**src/hdl/decode_params.svh**
```systemverilog
`ifndef DECODE_PARAMS_SVH
`define DECODE_PARAMS_SVH

// Data path and PC width
`define XLEN 32

// Register index width, 32 architectural registers
`define REG_ADDR_W 5

`endif

```
**src/hdl/DecodePkg.sv**
```systemverilog
`include "decode_params.svh"

package DecodePkg;

  typedef enum logic [2:0] {
    REG_COMPUTATION,
    IMM_COMPUTATION,
    LOAD,
    STORE,
    BRANCH,
    JUMP,
    UPPER,
    ILLEGAL
  } InstructionTypes;

  typedef enum logic [2:0] {
    NONE,
    JUMP_LINK,      // jal
    JUMP_LINK_REG,  // jalr
    LOAD_UPPER,     // lui
    ADD_UPPER_PC    // auipc
  } InstructionSubTypes;

  typedef enum logic [3:0] {
    ALU_ADD,
    ALU_SUB,
    ALU_SLL,
    ALU_SLT,
    ALU_SLTU,
    ALU_XOR,
    ALU_SRL,
    ALU_SRA,
    ALU_OR,
    ALU_AND,
    ALU_PASSB  // Forward operand b, used by lui
  } AluOps;

  typedef enum logic [1:0] {
    RESULT_ALU,
    RESULT_MEM,
    RESULT_PC4
  } ResultSources;

  // RV32I major opcodes handled by this stage
  localparam logic [6:0] OPC_LUI    = 7'b0110111;
  localparam logic [6:0] OPC_AUIPC  = 7'b0010111;
  localparam logic [6:0] OPC_JAL    = 7'b1101111;
  localparam logic [6:0] OPC_JALR   = 7'b1100111;
  localparam logic [6:0] OPC_BRANCH = 7'b1100011;
  localparam logic [6:0] OPC_LOAD   = 7'b0000011;
  localparam logic [6:0] OPC_STORE  = 7'b0100011;
  localparam logic [6:0] OPC_IMM    = 7'b0010011;
  localparam logic [6:0] OPC_OP     = 7'b0110011;

  typedef struct packed {
    logic [6:0] funct7;
    logic [4:0] rs2;
    logic [4:0] rs1;
    logic [2:0] funct3;
    logic [4:0] rd;
    logic [6:0] opcode;
  } RTypeFields;

  typedef struct packed {
    logic [11:0] imm11_0;
    logic [4:0]  rs1;
    logic [2:0]  funct3;
    logic [4:0]  rd;
    logic [6:0]  opcode;
  } ITypeFields;

  typedef struct packed {
    logic [6:0] imm11_5;
    logic [4:0] rs2;
    logic [4:0] rs1;
    logic [2:0] funct3;
    logic [4:0] imm4_0;
    logic [6:0] opcode;
  } STypeFields;

  typedef struct packed {
    logic       imm12;
    logic [5:0] imm10_5;
    logic [4:0] rs2;
    logic [4:0] rs1;
    logic [2:0] funct3;
    logic [3:0] imm4_1;
    logic       imm11;
    logic [6:0] opcode;
  } BTypeFields;

  typedef struct packed {
    logic [19:0] imm31_12;
    logic [4:0]  rd;
    logic [6:0]  opcode;
  } UTypeFields;

  typedef struct packed {
    logic       imm20;
    logic [9:0] imm10_1;
    logic       imm11;
    logic [7:0] imm19_12;
    logic [4:0] rd;
    logic [6:0] opcode;
  } JTypeFields;

  // One instruction word, six ways to read it
  typedef union packed {
    RTypeFields rType;
    ITypeFields iType;
    STypeFields sType;
    BTypeFields bType;
    UTypeFields uType;
    JTypeFields jType;
  } InstrWord;

  typedef struct packed {
    logic         regWrite;
    logic         memRead;
    logic         memWrite;
    logic         branch;
    logic         jump;
    logic         aluSrcImm;  // Operand b from imm instead of rs2
    logic         illegal;
    AluOps        aluOp;
    ResultSources resultSrc;
  } ControlSignals;

  typedef struct packed {
    logic              valid;
    logic [`XLEN-1:0]  pc;
    InstrWord          instr;
  } FetchBundle;

  typedef struct packed {
    logic                   writeEnable;
    logic [`REG_ADDR_W-1:0] rd;
    logic [`XLEN-1:0]       data;
  } WritebackPort;

  typedef struct packed {
    logic                   valid;
    logic [`XLEN-1:0]       pc;
    ControlSignals          ctrl;
    InstructionTypes        instType;
    logic [`REG_ADDR_W-1:0] rs1;
    logic [`REG_ADDR_W-1:0] rs2;
    logic [`REG_ADDR_W-1:0] rd;
    logic [2:0]             funct3;
    logic [`XLEN-1:0]       rs1Data;
    logic [`XLEN-1:0]       rs2Data;
    logic [`XLEN-1:0]       imm;
  } DecodeBundle;

endpackage

```
**src/hdl/ControlDecodeD.sv**
```systemverilog
`timescale 1ns/100ps
module ControlDecodeD import DecodePkg::*; (
  input  InstrWord           instr,
  output InstructionTypes    instType,
  output InstructionSubTypes subType,
  output ControlSignals      ctrl
);

  logic [6:0] opcode;
  logic [2:0] funct3;
  logic       altBit;  // funct7[5], marks sub and sra

  assign opcode = instr.rType.opcode;
  assign funct3 = instr.rType.funct3;
  assign altBit = instr.rType.funct7[5];

  // ALU operation for the OP and OP_IMM groups
  function automatic AluOps aluFromFunct(input logic [2:0] f3, input logic alt,
                                         input logic isReg);
    AluOps op;
    case (f3)
      3'd0: op = (isReg && alt) ? ALU_SUB : ALU_ADD;  // addi never subtracts
      3'd1: op = ALU_SLL;
      3'd2: op = ALU_SLT;
      3'd3: op = ALU_SLTU;
      3'd4: op = ALU_XOR;
      3'd5: op = alt ? ALU_SRA : ALU_SRL;  // Shift type lives in imm[10] for srai
      3'd6: op = ALU_OR;
      3'd7: op = ALU_AND;
    endcase
    return op;
  endfunction

  always_comb begin
    instType = ILLEGAL;
    subType  = NONE;
    ctrl     = '0;

    case (opcode)
      OPC_OP: begin
        instType      = REG_COMPUTATION;
        ctrl.regWrite = 1'b1;
        ctrl.aluOp    = aluFromFunct(funct3, altBit, 1'b1);
      end
      OPC_IMM: begin
        instType       = IMM_COMPUTATION;
        ctrl.regWrite  = 1'b1;
        ctrl.aluSrcImm = 1'b1;
        ctrl.aluOp     = aluFromFunct(funct3, altBit, 1'b0);
      end
      OPC_LOAD: begin
        instType       = LOAD;
        ctrl.regWrite  = 1'b1;
        ctrl.memRead   = 1'b1;
        ctrl.aluSrcImm = 1'b1;  // Address is rs1 + imm
        ctrl.resultSrc = RESULT_MEM;
      end
      OPC_STORE: begin
        instType       = STORE;
        ctrl.memWrite  = 1'b1;
        ctrl.aluSrcImm = 1'b1;
      end
      OPC_BRANCH: begin
        instType    = BRANCH;
        ctrl.branch = 1'b1;
        // beq/bne compare by subtraction, the rest by set-less-than
        if (funct3[2]) begin
          ctrl.aluOp = funct3[1] ? ALU_SLTU : ALU_SLT;
        end else begin
          ctrl.aluOp = ALU_SUB;
        end
      end
      OPC_JAL: begin
        instType       = JUMP;
        subType        = JUMP_LINK;
        ctrl.jump      = 1'b1;
        ctrl.regWrite  = 1'b1;
        ctrl.resultSrc = RESULT_PC4;  // Link address
      end
      OPC_JALR: begin
        instType       = JUMP;
        subType        = JUMP_LINK_REG;
        ctrl.jump      = 1'b1;
        ctrl.regWrite  = 1'b1;
        ctrl.aluSrcImm = 1'b1;  // Target is rs1 + imm
        ctrl.resultSrc = RESULT_PC4;
      end
      OPC_LUI: begin
        instType       = UPPER;
        subType        = LOAD_UPPER;
        ctrl.regWrite  = 1'b1;
        ctrl.aluSrcImm = 1'b1;
        ctrl.aluOp     = ALU_PASSB;
      end
      OPC_AUIPC: begin
        instType       = UPPER;
        subType        = ADD_UPPER_PC;
        ctrl.regWrite  = 1'b1;
        ctrl.aluSrcImm = 1'b1;  // Execute adds pc, not rs1
      end
      default: begin
        ctrl.illegal = 1'b1;  // SYSTEM, FENCE and unknown opcodes
      end
    endcase

    // An illegal word must never change architectural state
    assert (!ctrl.illegal || !(ctrl.regWrite || ctrl.memWrite || ctrl.jump))
      else $error("ControlDecodeD: illegal instruction with side effects");
  end

endmodule

```
**src/hdl/DecodeRegD.sv**
```systemverilog
`timescale 1ns/100ps
`include "decode_params.svh"
module DecodeRegD import DecodePkg::*; (
  input  logic             clk,
  input  logic             reset,
  input  logic             stall,
  input  logic             flush,
  input  FetchBundle       fetch,
  input  ControlSignals    ctrl,
  input  InstructionTypes  instType,
  input  logic [`XLEN-1:0] imm,
  input  logic [`XLEN-1:0] rs1Data,
  input  logic [`XLEN-1:0] rs2Data,
  output DecodeBundle      decoded
);

  DecodeBundle loadBundle;  // What the register takes on a normal advance

  always_comb begin
    loadBundle.valid    = fetch.valid;
    loadBundle.pc       = fetch.pc;
    loadBundle.ctrl     = fetch.valid ? ctrl : '0;  // No side effects from an empty slot
    loadBundle.instType = instType;
    loadBundle.rs1      = fetch.instr.rType.rs1;
    loadBundle.rs2      = fetch.instr.rType.rs2;
    loadBundle.rd       = fetch.instr.rType.rd;
    loadBundle.funct3   = fetch.instr.rType.funct3;
    loadBundle.rs1Data  = rs1Data;
    loadBundle.rs2Data  = rs2Data;
    loadBundle.imm      = imm;
  end

  // Reset, then flush, then stall, then load
  always_ff @(posedge clk) begin
    if (reset || flush) begin
      decoded.valid <= 1'b0;
      decoded.ctrl  <= '0;  // Bubble
    end else if (!stall) begin
      decoded <= loadBundle;
    end
  end

  flushBubble: assert property (@(posedge clk) disable iff (reset)
    flush |=> !decoded.valid)
    else $error("DecodeRegD: valid bundle after flush");

endmodule

```
**src/hdl/DecodeStageD.sv**
```systemverilog
`timescale 1ns/100ps
`include "decode_params.svh"
module DecodeStageD import DecodePkg::*; (
  input  logic         clk,
  input  logic         reset,
  input  logic         stall,
  input  logic         flush,
  input  FetchBundle   fetch,
  input  WritebackPort wb,
  output DecodeBundle  decoded
);

  InstructionTypes    instType;
  InstructionSubTypes subType;
  ControlSignals      ctrl;
  logic [`XLEN-1:0]   imm;
  logic [`XLEN-1:0]   rs1Data;
  logic [`XLEN-1:0]   rs2Data;

  // Control and immediate path
  ControlDecodeD controlDecode_i (
    .instr    (fetch.instr),
    .instType (instType),
    .subType  (subType),
    .ctrl     (ctrl)
  );

  ImmDecodeD immDecode_i (
    .instType (instType),
    .subType  (subType),
    .instr    (fetch.instr),
    .immExt   (imm)
  );

  // Register path
  RegFileD regFile_i (
    .clk     (clk),
    .reset   (reset),
    .rs1     (fetch.instr.rType.rs1),
    .rs2     (fetch.instr.rType.rs2),
    .wb      (wb),
    .rs1Data (rs1Data),
    .rs2Data (rs2Data)
  );

  DecodeRegD decodeReg_i (
    .clk      (clk),
    .reset    (reset),
    .stall    (stall),
    .flush    (flush),
    .fetch    (fetch),
    .ctrl     (ctrl),
    .instType (instType),
    .imm      (imm),
    .rs1Data  (rs1Data),
    .rs2Data  (rs2Data),
    .decoded  (decoded)
  );

endmodule

```
**src/hdl/ImmDecodeD.sv**
```systemverilog
`timescale 1ns/100ps
`include "decode_params.svh"
module ImmDecodeD import DecodePkg::*; (
  input  InstructionTypes    instType,
  input  InstructionSubTypes subType,
  input  InstrWord           instr,
  output logic [`XLEN-1:0]   immExt
);

  logic [`XLEN-1:0] immI;
  logic [`XLEN-1:0] immS;
  logic [`XLEN-1:0] immB;
  logic [`XLEN-1:0] immU;
  logic [`XLEN-1:0] immJ;

  // Every signed format takes its sign from instruction bit 31
  assign immI = {{(`XLEN-12){instr.iType.imm11_0[11]}}, instr.iType.imm11_0};

  assign immS = {{(`XLEN-12){instr.sType.imm11_5[6]}}, instr.sType.imm11_5,
                 instr.sType.imm4_0};

  // Branch offset is halfword aligned
  assign immB = {{(`XLEN-12){instr.bType.imm12}}, instr.bType.imm11,
                 instr.bType.imm10_5, instr.bType.imm4_1, 1'b0};

  assign immU = {instr.uType.imm31_12, 12'b0};  // Low 12 bits zero

  assign immJ = {{(`XLEN-20){instr.jType.imm20}}, instr.jType.imm19_12,
                 instr.jType.imm11, instr.jType.imm10_1, 1'b0};

  always_comb begin
    case (instType)
      IMM_COMPUTATION: immExt = immI;
      LOAD:            immExt = immI;
      STORE:           immExt = immS;
      BRANCH:          immExt = immB;
      UPPER:           immExt = immU;
      JUMP: begin
        // jalr shares the I layout, jal has its own
        if (subType == JUMP_LINK_REG) begin
          immExt = immI;
        end else begin
          immExt = immJ;
        end
      end
      default:         immExt = '0;  // R-type and illegal carry no immediate
    endcase
  end

endmodule

```
**src/hdl/RegFileD.sv**
```systemverilog
`timescale 1ns/100ps
`include "decode_params.svh"
module RegFileD import DecodePkg::*; (
  input  logic                   clk,
  input  logic                   reset,
  input  logic [`REG_ADDR_W-1:0] rs1,
  input  logic [`REG_ADDR_W-1:0] rs2,
  input  WritebackPort           wb,
  output logic [`XLEN-1:0]       rs1Data,
  output logic [`XLEN-1:0]       rs2Data
);

  localparam int NumRegs = 1 << `REG_ADDR_W;

  logic [`XLEN-1:0] regs [NumRegs];
  logic             wbHit;  // Writeback targets a real register

  assign wbHit = wb.writeEnable && (wb.rd != '0);

  always_ff @(posedge clk) begin
    if (reset) begin
      for (int i = 0; i < NumRegs; i++) begin
        regs[i] <= '0;
      end
    end else if (wbHit) begin
      regs[wb.rd] <= wb.data;  // x0 never written
    end
  end

  // Read with write-to-read bypass and x0 forced to zero
  function automatic logic [`XLEN-1:0] readPort(input logic [`REG_ADDR_W-1:0] addr);
    logic [`XLEN-1:0] value;
    if (addr == '0) begin
      value = '0;
    end else if (wbHit && (wb.rd == addr)) begin
      value = wb.data;
    end else begin
      value = regs[addr];
    end
    return value;
  endfunction

  always_comb begin
    rs1Data = readPort(rs1);
    rs2Data = readPort(rs2);
  end

  x0ReadZero: assert property (@(posedge clk) disable iff (reset)
    ((rs1 == '0) |-> (rs1Data == '0)) and ((rs2 == '0) |-> (rs2Data == '0)))
    else $error("RegFileD: x0 read returned nonzero data");

endmodule

```
**config.mk**
```make
export PLATFORM = sky130hd
export DESIGN_NAME = DecodeStageD
export DESIGN_NICKNAME = d
export VERILOG_FILES = /design/src/hdl/DecodePkg.sv /design/src/hdl/ControlDecodeD.sv /design/src/hdl/DecodeRegD.sv /design/src/hdl/DecodeStageD.sv /design/src/hdl/ImmDecodeD.sv /design/src/hdl/RegFileD.sv
export VERILOG_INCLUDE_DIRS = /design/src /design/src/hdl
export SDC_FILE = /design/constraint.sdc
export NUM_CORES = 2
export LEC_CHECK = 0
export BUFFER_PORTS_ARGS = -buffer_cell sky130_fd_sc_hd__buf_2
export CORE_MARGIN = 2
export CORE_UTILIZATION = 35
export DETAILED_ROUTE_END_ITERATION = 7
export PLACE_DENSITY = 0.52
export SLEW_MARGIN = 40
export SYNTH_ARGS = -nofsm -noshare
export SYNTH_HDL_FRONTEND = slang
export SYNTH_SLANG_ARGS = --single-unit
```
**constraint.sdc**
```tcl
create_clock -name clk -period 14.23 [get_ports clk]
set_input_delay 2.846 -clock clk [delete_from_list [all_inputs] [get_ports clk]]
set_output_delay 2.846 -clock clk [all_outputs]
set_load 0.01 [all_outputs]
```
== After elaboration in Yosys (flattened, before gate mapping) ==
Memories as Yosys holds them, arrays and structs flattened. A register that Yosys moved wholly into a read port is not among the register bits.
Cells that the tools add are included.

* Multiply operators: 0
* Divide/modulo/power cells: 0
* Shifts and indexed selects: 0
* Bitwise gates (word level): 2
* $add $sub $neg: 0
* Mux-type cells: 28
* Magnitude comparators: 0
* Equal/unequal tests: 23
* Reductions and logical operators: 14

{| class="wikitable"
|+ Operators with widths
! kind !! number
|-
| one-hot mux 32 bit (5 select lines) || 1
|-
| one-hot mux 4 bit (8 select lines) || 2
|-
| two-way mux 32 bit || 1
|-
| OR reduction 32 bit || 1
|-
| == test 3 bit, second input constant || 7
|-
| == test 7 x 6 -> 1 bit, second input constant || 3
|-
| == test 7 bit, second input constant || 3
|-
| one-hot mux 3 bit (7 select lines) || 1
|-
| two-way mux 20 bit || 1
|-
| one-hot mux 4 bit (4 select lines) || 1
|-
| == test 3 x 2 -> 1 bit, second input constant || 5
|-
| two-way mux 1 bit || 15
|-
| == test 7 x 5 -> 1 bit, second input constant || 2
|-
| two-way mux 13 bit || 1
|-
| one-hot mux 3 bit (4 select lines) || 1
|-
| logical NOT 5 bit || 2
|-
| OR reduction 9 bit || 1
|-
| == test 7 x 2 -> 1 bit, second input constant || 1
|-
| OR reduction 7 bit || 1
|-
| == test 3 x 1 -> 1 bit, second input constant || 2
|-
| OR reduction 2 bit || 3
|-
| OR reduction 6 bit || 1
|-
| two-way mux 5 bit || 1
|-
| nonzero test 5 bit || 1
|-
| 8 further kinds || 9
|}

* Bits in registers: 99
* Memories: 1
* Bits in writable memories: 1024
* Input port bits: 107
* Output and inout port bits: 163
* Logic and storage cells: 85
* ROM bits: 0
* Latch bits: 0

{| class="wikitable"
|+ Memory list
! memory !! depth !! bits a word !! rd ports !! clocked after Yosys merged registers in !! wr ports !! line !! RTL
|-
| regFile_i.regs || 32 || 32 || 2 || 2 || 32 || RegFileD.sv:15 || <nowiki>logic [`XLEN-1:0] regs [NumRegs];</nowiki>
|}

== Longest topological paths before layout ==
* Word-level depth: 7
* Gate-level depth with buffers: 10
* Mapped depth without buffers: 6

== By module ==
Synthesis repeated with hierarchy kept, for this count alone.

* Cell total of the unflattened synthesis: 4273
* Area, all modules: 61758.0 um^2

{| class="wikitable"
|+ By module, submodules not included
! module !! sequential area each (um^2) !! area an instance (um^2) !! times used !! cells each
|-
| RegFileD || 30749.5 || 55723.4 || 1 || 3918
|-
| DecodeRegD || 4754.6 || 5077.4 || 1 || 212
|-
| ImmDecodeD || 0.0 || 505.5 || 1 || 77
|-
| ControlDecodeD || 0.0 || 451.7 || 1 || 66
|}

== Worst setup path after synthesis ==
OpenSTA, ideal clock, no wires.

* Kind: input to register
* From: input port reset
* To: register decodeReg_i.decoded[0] (netlist name)
* Setup time: 0.660 ns
* Data required time: 13.570 ns
* Path slack: 3.905 ns
* Path buffers: 2
* Arrival time: 9.665 ns
* Stages: 4
* Path through: or2_2 clkbuf_1 clkbuf_1 nor2_1

* Cells in the longest elaborated chain, start to end: 3

{| class="wikitable"
|+ RTL lines
! what !! line !! RTL
|-
| from (decl) || DecodeStageD.sv:5 || <nowiki>input logic reset,</nowiki>
|-
| logical OR 1 bit || DecodeRegD.sv:35 || <nowiki>if (reset || flush) begin</nowiki>
|-
| NOT 1 bit (no source line) || n/a ||
|-
| AND reduction 2 bit (no source line) || n/a ||
|}

No other way between the ends.
A chain may end at the register's enable or synchronous reset.

== Final worst setup path ==
* From: input port fetch[15] (netlist bit)
* To: register decodeReg_i.decoded[73] (netlist name)

* Cells in the longest elaborated chain, start to end: 1

{| class="wikitable"
|+ RTL lines
! what !! line !! RTL
|-
| from (decl) || DecodeStageD.sv:8 || <nowiki>input FetchBundle fetch,</nowiki>
|-
| logical NOT 5 bit || RegFileD.sv:33 || <nowiki>if (addr == '0) begin</nowiki>
|}

Parallel ways exist; a longest one is shown, timed or not.

==> run_results.csv <==
group,metric,value,unit
clock_network,cts_buffers,140,
sta,fin_crit,5.851,ns
clock_network,cts_resized,0,
logic_synthesis,ys_types,77,
worst_setup_path,cp-start-kind,"primary input",
global_routing,grt_pass1_vias,39893,
floorplan,die_w,423.2,µm
placed_design,place_area,65170,µm²
clock_network,cts.clk_slew.worst_paths,0.05,ns
global_routing,gr-usage-all-layers,0.2656,
power,total_power,8.693,mW
detailed_routing,routed_wl,240.7,mm
global_routing,overflow,0,
worst_setup_path,cp-startpoint,"fetch[15]",
power,vdd_drop_max,0.1317,mV
logic_synthesis,synth_compound_area_frac,0.05912,
worst_setup_path,cp-endpoint,"decodeReg_i.decoded[73]",
worst_setup_path,crit_fanout,55,
clock_network,post_cts_buffers,0,
logic_synthesis,synth_xor_area_frac,0.001566,
placed_design,numPortBuffers,269,
sta,setup-violations-final,0,
logic_synthesis,synth_warnings,0,
detailed_routing,wl_per_cell,35.82,µm
clock_network,cts.sinks,1186,
worst_setup_path,critical_path_class,"in -> reg",
clock_network,hold_buffers,0,
final_layout,layout_commonest_cell,"edfxtp_1",
logic_synthesis,syn_avg_cell_area,14.85,µm²
worst_setup_path,regToRegStartpoint,"regFile_i.regs[3][9]",
sta,relSlewSlack,0.3512,
floorplan,io_pins,270,
final_layout,syn_to_final_growth,13.41,%
logic_synthesis,syn_inst,4143,
detailed_routing,dr.pass1.iters,6,
logic_synthesis,synthFlopType,"edfxtp_1",
logic_synthesis,synth.yosys.seq_area_share,0.5769,
logic_synthesis,ys_async_sr_fraction,0,
power,p_leak,24.32,nW
worst_setup_path,reg2reg_slack,11.79,ns
sta,fmax,0.1709,GHz
floorplan,core_area,174200,µm²
final_layout,drive_gt1_frac,0.2553,
sta,finalClockSkew,0.05706,ns
logic_synthesis,synth_edf_count,1173,
final_layout,finalInstanceArea,69760,µm²
sta,hold_viol_final,0,
detailed_routing,via_per_inst,5.998,
logic_synthesis,synthSimpleGateAreaFrac,0.1241,
detailed_routing,ant_nets,0,
sta,fin_crit_sh,0.4112,
detailed_routing,num_vias,40308,
final_layout,fin_nets,4391,
clock_network,clock_latency,0.81,ns
global_routing,grt_first_pass_wirelength,331.7,mm
final_layout,layout_common_cells,"1173 x edfxtp_1, 1004 x and2_1, 397 x mux4_2",
clock_network,clock_tree.buffer_depth,3,
logic_synthesis,synth_adder_area_share,0,
logic_synthesis,ys_ff_latch,1186,
status,status,"completed",
sta,rsz0062_at_grt,"false",
placed_design,dp_hpwl,142.4,mm
worst_setup_path,crit_arrival,6.36,ns
worst_setup_path,reg2regPathDepth,4,
sta,tns,0,ns
placed_design,gp_congestion,0.8561,
worst_setup_path,cp-end-kind,"flop",
job,timing.max_cap.violations,0,
worst_setup_path,critPathRequiredTime,14.74,ns
clock_network,cts_tree,"yes",
floorplan,fp.dieH,423.2,µm
sta,whs,0.4602,ns
global_routing,grt_max_degree,112,
logic_synthesis,synthMuxAreaShare,0.2026,
clock_network,cts-root-buf,"clkbuf_16",
worst_setup_path,r2r_end,"decodeReg_i.decoded[73]",
min_path,worstHoldPathType,"reg -> reg",
power,power-per-cell-area,124.6,nW/µm²
global_routing,antenna_found_initial,25,
floorplan,die_area,179100,µm²
sta,worst_slew_pin_slew,0.9731,ns
floorplan,initial_core_util,0.3531,
sta,maxSlewViolCount,0,
detailed_routing,drt_iter0_drc,5330,
floorplan,placement_rows,153,
logic_synthesis,synth_top_family_by_area,"multiplexers",
logic_synthesis,syn-cell-area,61510,µm²
detailed_routing,drc,0,
clock_network,htree_levels,4,
==> kinds of logic (layout without fill, tap and decap cells) <==
kind of cell | after synthesis | in the layout
other | 1 | 40
XOR/XNOR | 11 | 11
AND/OR/NAND/NOR | 1270 | 1270
AO/OA/AOI/OAI | 494 | 494
flip-flops | 1186 | 1186
buffers and inverters | 438 | 651
multiplexers | 743 | 743
==> Yosys cell counts (20+ instances only) <==
master    count  share of area
a21oi_1      80         0.0065
a221oi_1     82          0.012
a22oi_1      35         0.0043
and2_1     1005           0.10
buf_1        20         0.0012
buf_2        59         0.0048
buf_6        38         0.0070
clkbuf_1    284          0.017
edfxtp_1   1173           0.57
mux2_2       46         0.0084
mux2i_1     300          0.049
mux4_2      397           0.15
nand2_1      64         0.0039
nand2b_1     21         0.0021
nor2_1       83         0.0051
o211ai_1     35         0.0043
o21ai_0      60         0.0049
o221ai_1     32         0.0046
o22ai_1      33         0.0034
or2_2        32         0.0033
==> per-layer routing <==
metal | routed length, µm | up-vias | track usage
li1 | - | 16244 | -
met1 | 95580 | 21267 | 0.3541
met2 | 112300 | 2318 | 0.4202
met3 | 21290 | 473 | 0.05187
met4 | 11350 | 6 | 0.1175
met5 | 145 | - | 0.004839
==> worst max-delay path, cell delays in order <==
cell and delay [ns]:
buf_8 0.24, buf_12 0.35, buf_16 0.41, buf_6 0.65
mux4_2 0.58, a21oi_1 0.61, o21ai_0 0.21, a32o_1 0.29
==> layout make-up <==
type / count / area, µm²
Fill cell: 16052 / 104400
Sequential cell: 1186 / 35480
Multi-Input combinational cell: 2550 / 24290
Clock buffer: 180 / 3726
Tap cell: 2325 / 2909
Timing Repair Buffer: 397 / 2540
Clock inverter: 65 / 755.7
Inverter: 9 / 33.78
Antenna cell: 8 / 20.02
==> where the power goes <==
part	internal [mW]	switching (mW)	total (mW)
clock network	2.05	1.54	3.59
registers	4.03	0.0966	4.13
logic	0.370	0.608	0.978
==> through the flow <==
step           setup WS, ns  instances    util
6_report              8.379       6720  0.4004
3_5_place_dp          7.125       6464  0.3741
5_1_grt               8.276       6716  0.4004
4_1_cts               7.936       6709  0.3998
3_3_place_gp          6.907       6460  0.3733
2_1_floorplan         3.905       4174       -
==> how the worst min path moves through the flow <==
stage                              from                       end  slack [ns]  cells after the start
3_5_place_dp   decodeReg_i.decoded[118]  decodeReg_i.decoded[118]        0.45                      2
4_1_cts        decodeReg_i.decoded[129]  decodeReg_i.decoded[129]        0.46                      2
3_3_place_gp   decodeReg_i.decoded[162]  decodeReg_i.decoded[162]        0.45                      2
5_1_grt        decodeReg_i.decoded[129]  decodeReg_i.decoded[129]        0.48                      2
2_1_floorplan  decodeReg_i.decoded[124]  decodeReg_i.decoded[124]        0.49                      2
6_report       decodeReg_i.decoded[129]  decodeReg_i.decoded[129]        0.46                      2
==> sequential cells by signal, indices dropped and copies added, names as in the netlist <==
signal               count
decodeReg_i.decoded    162
regFile_i.regs        1024
No activity file was read; power rests on OpenSTA's default activity.
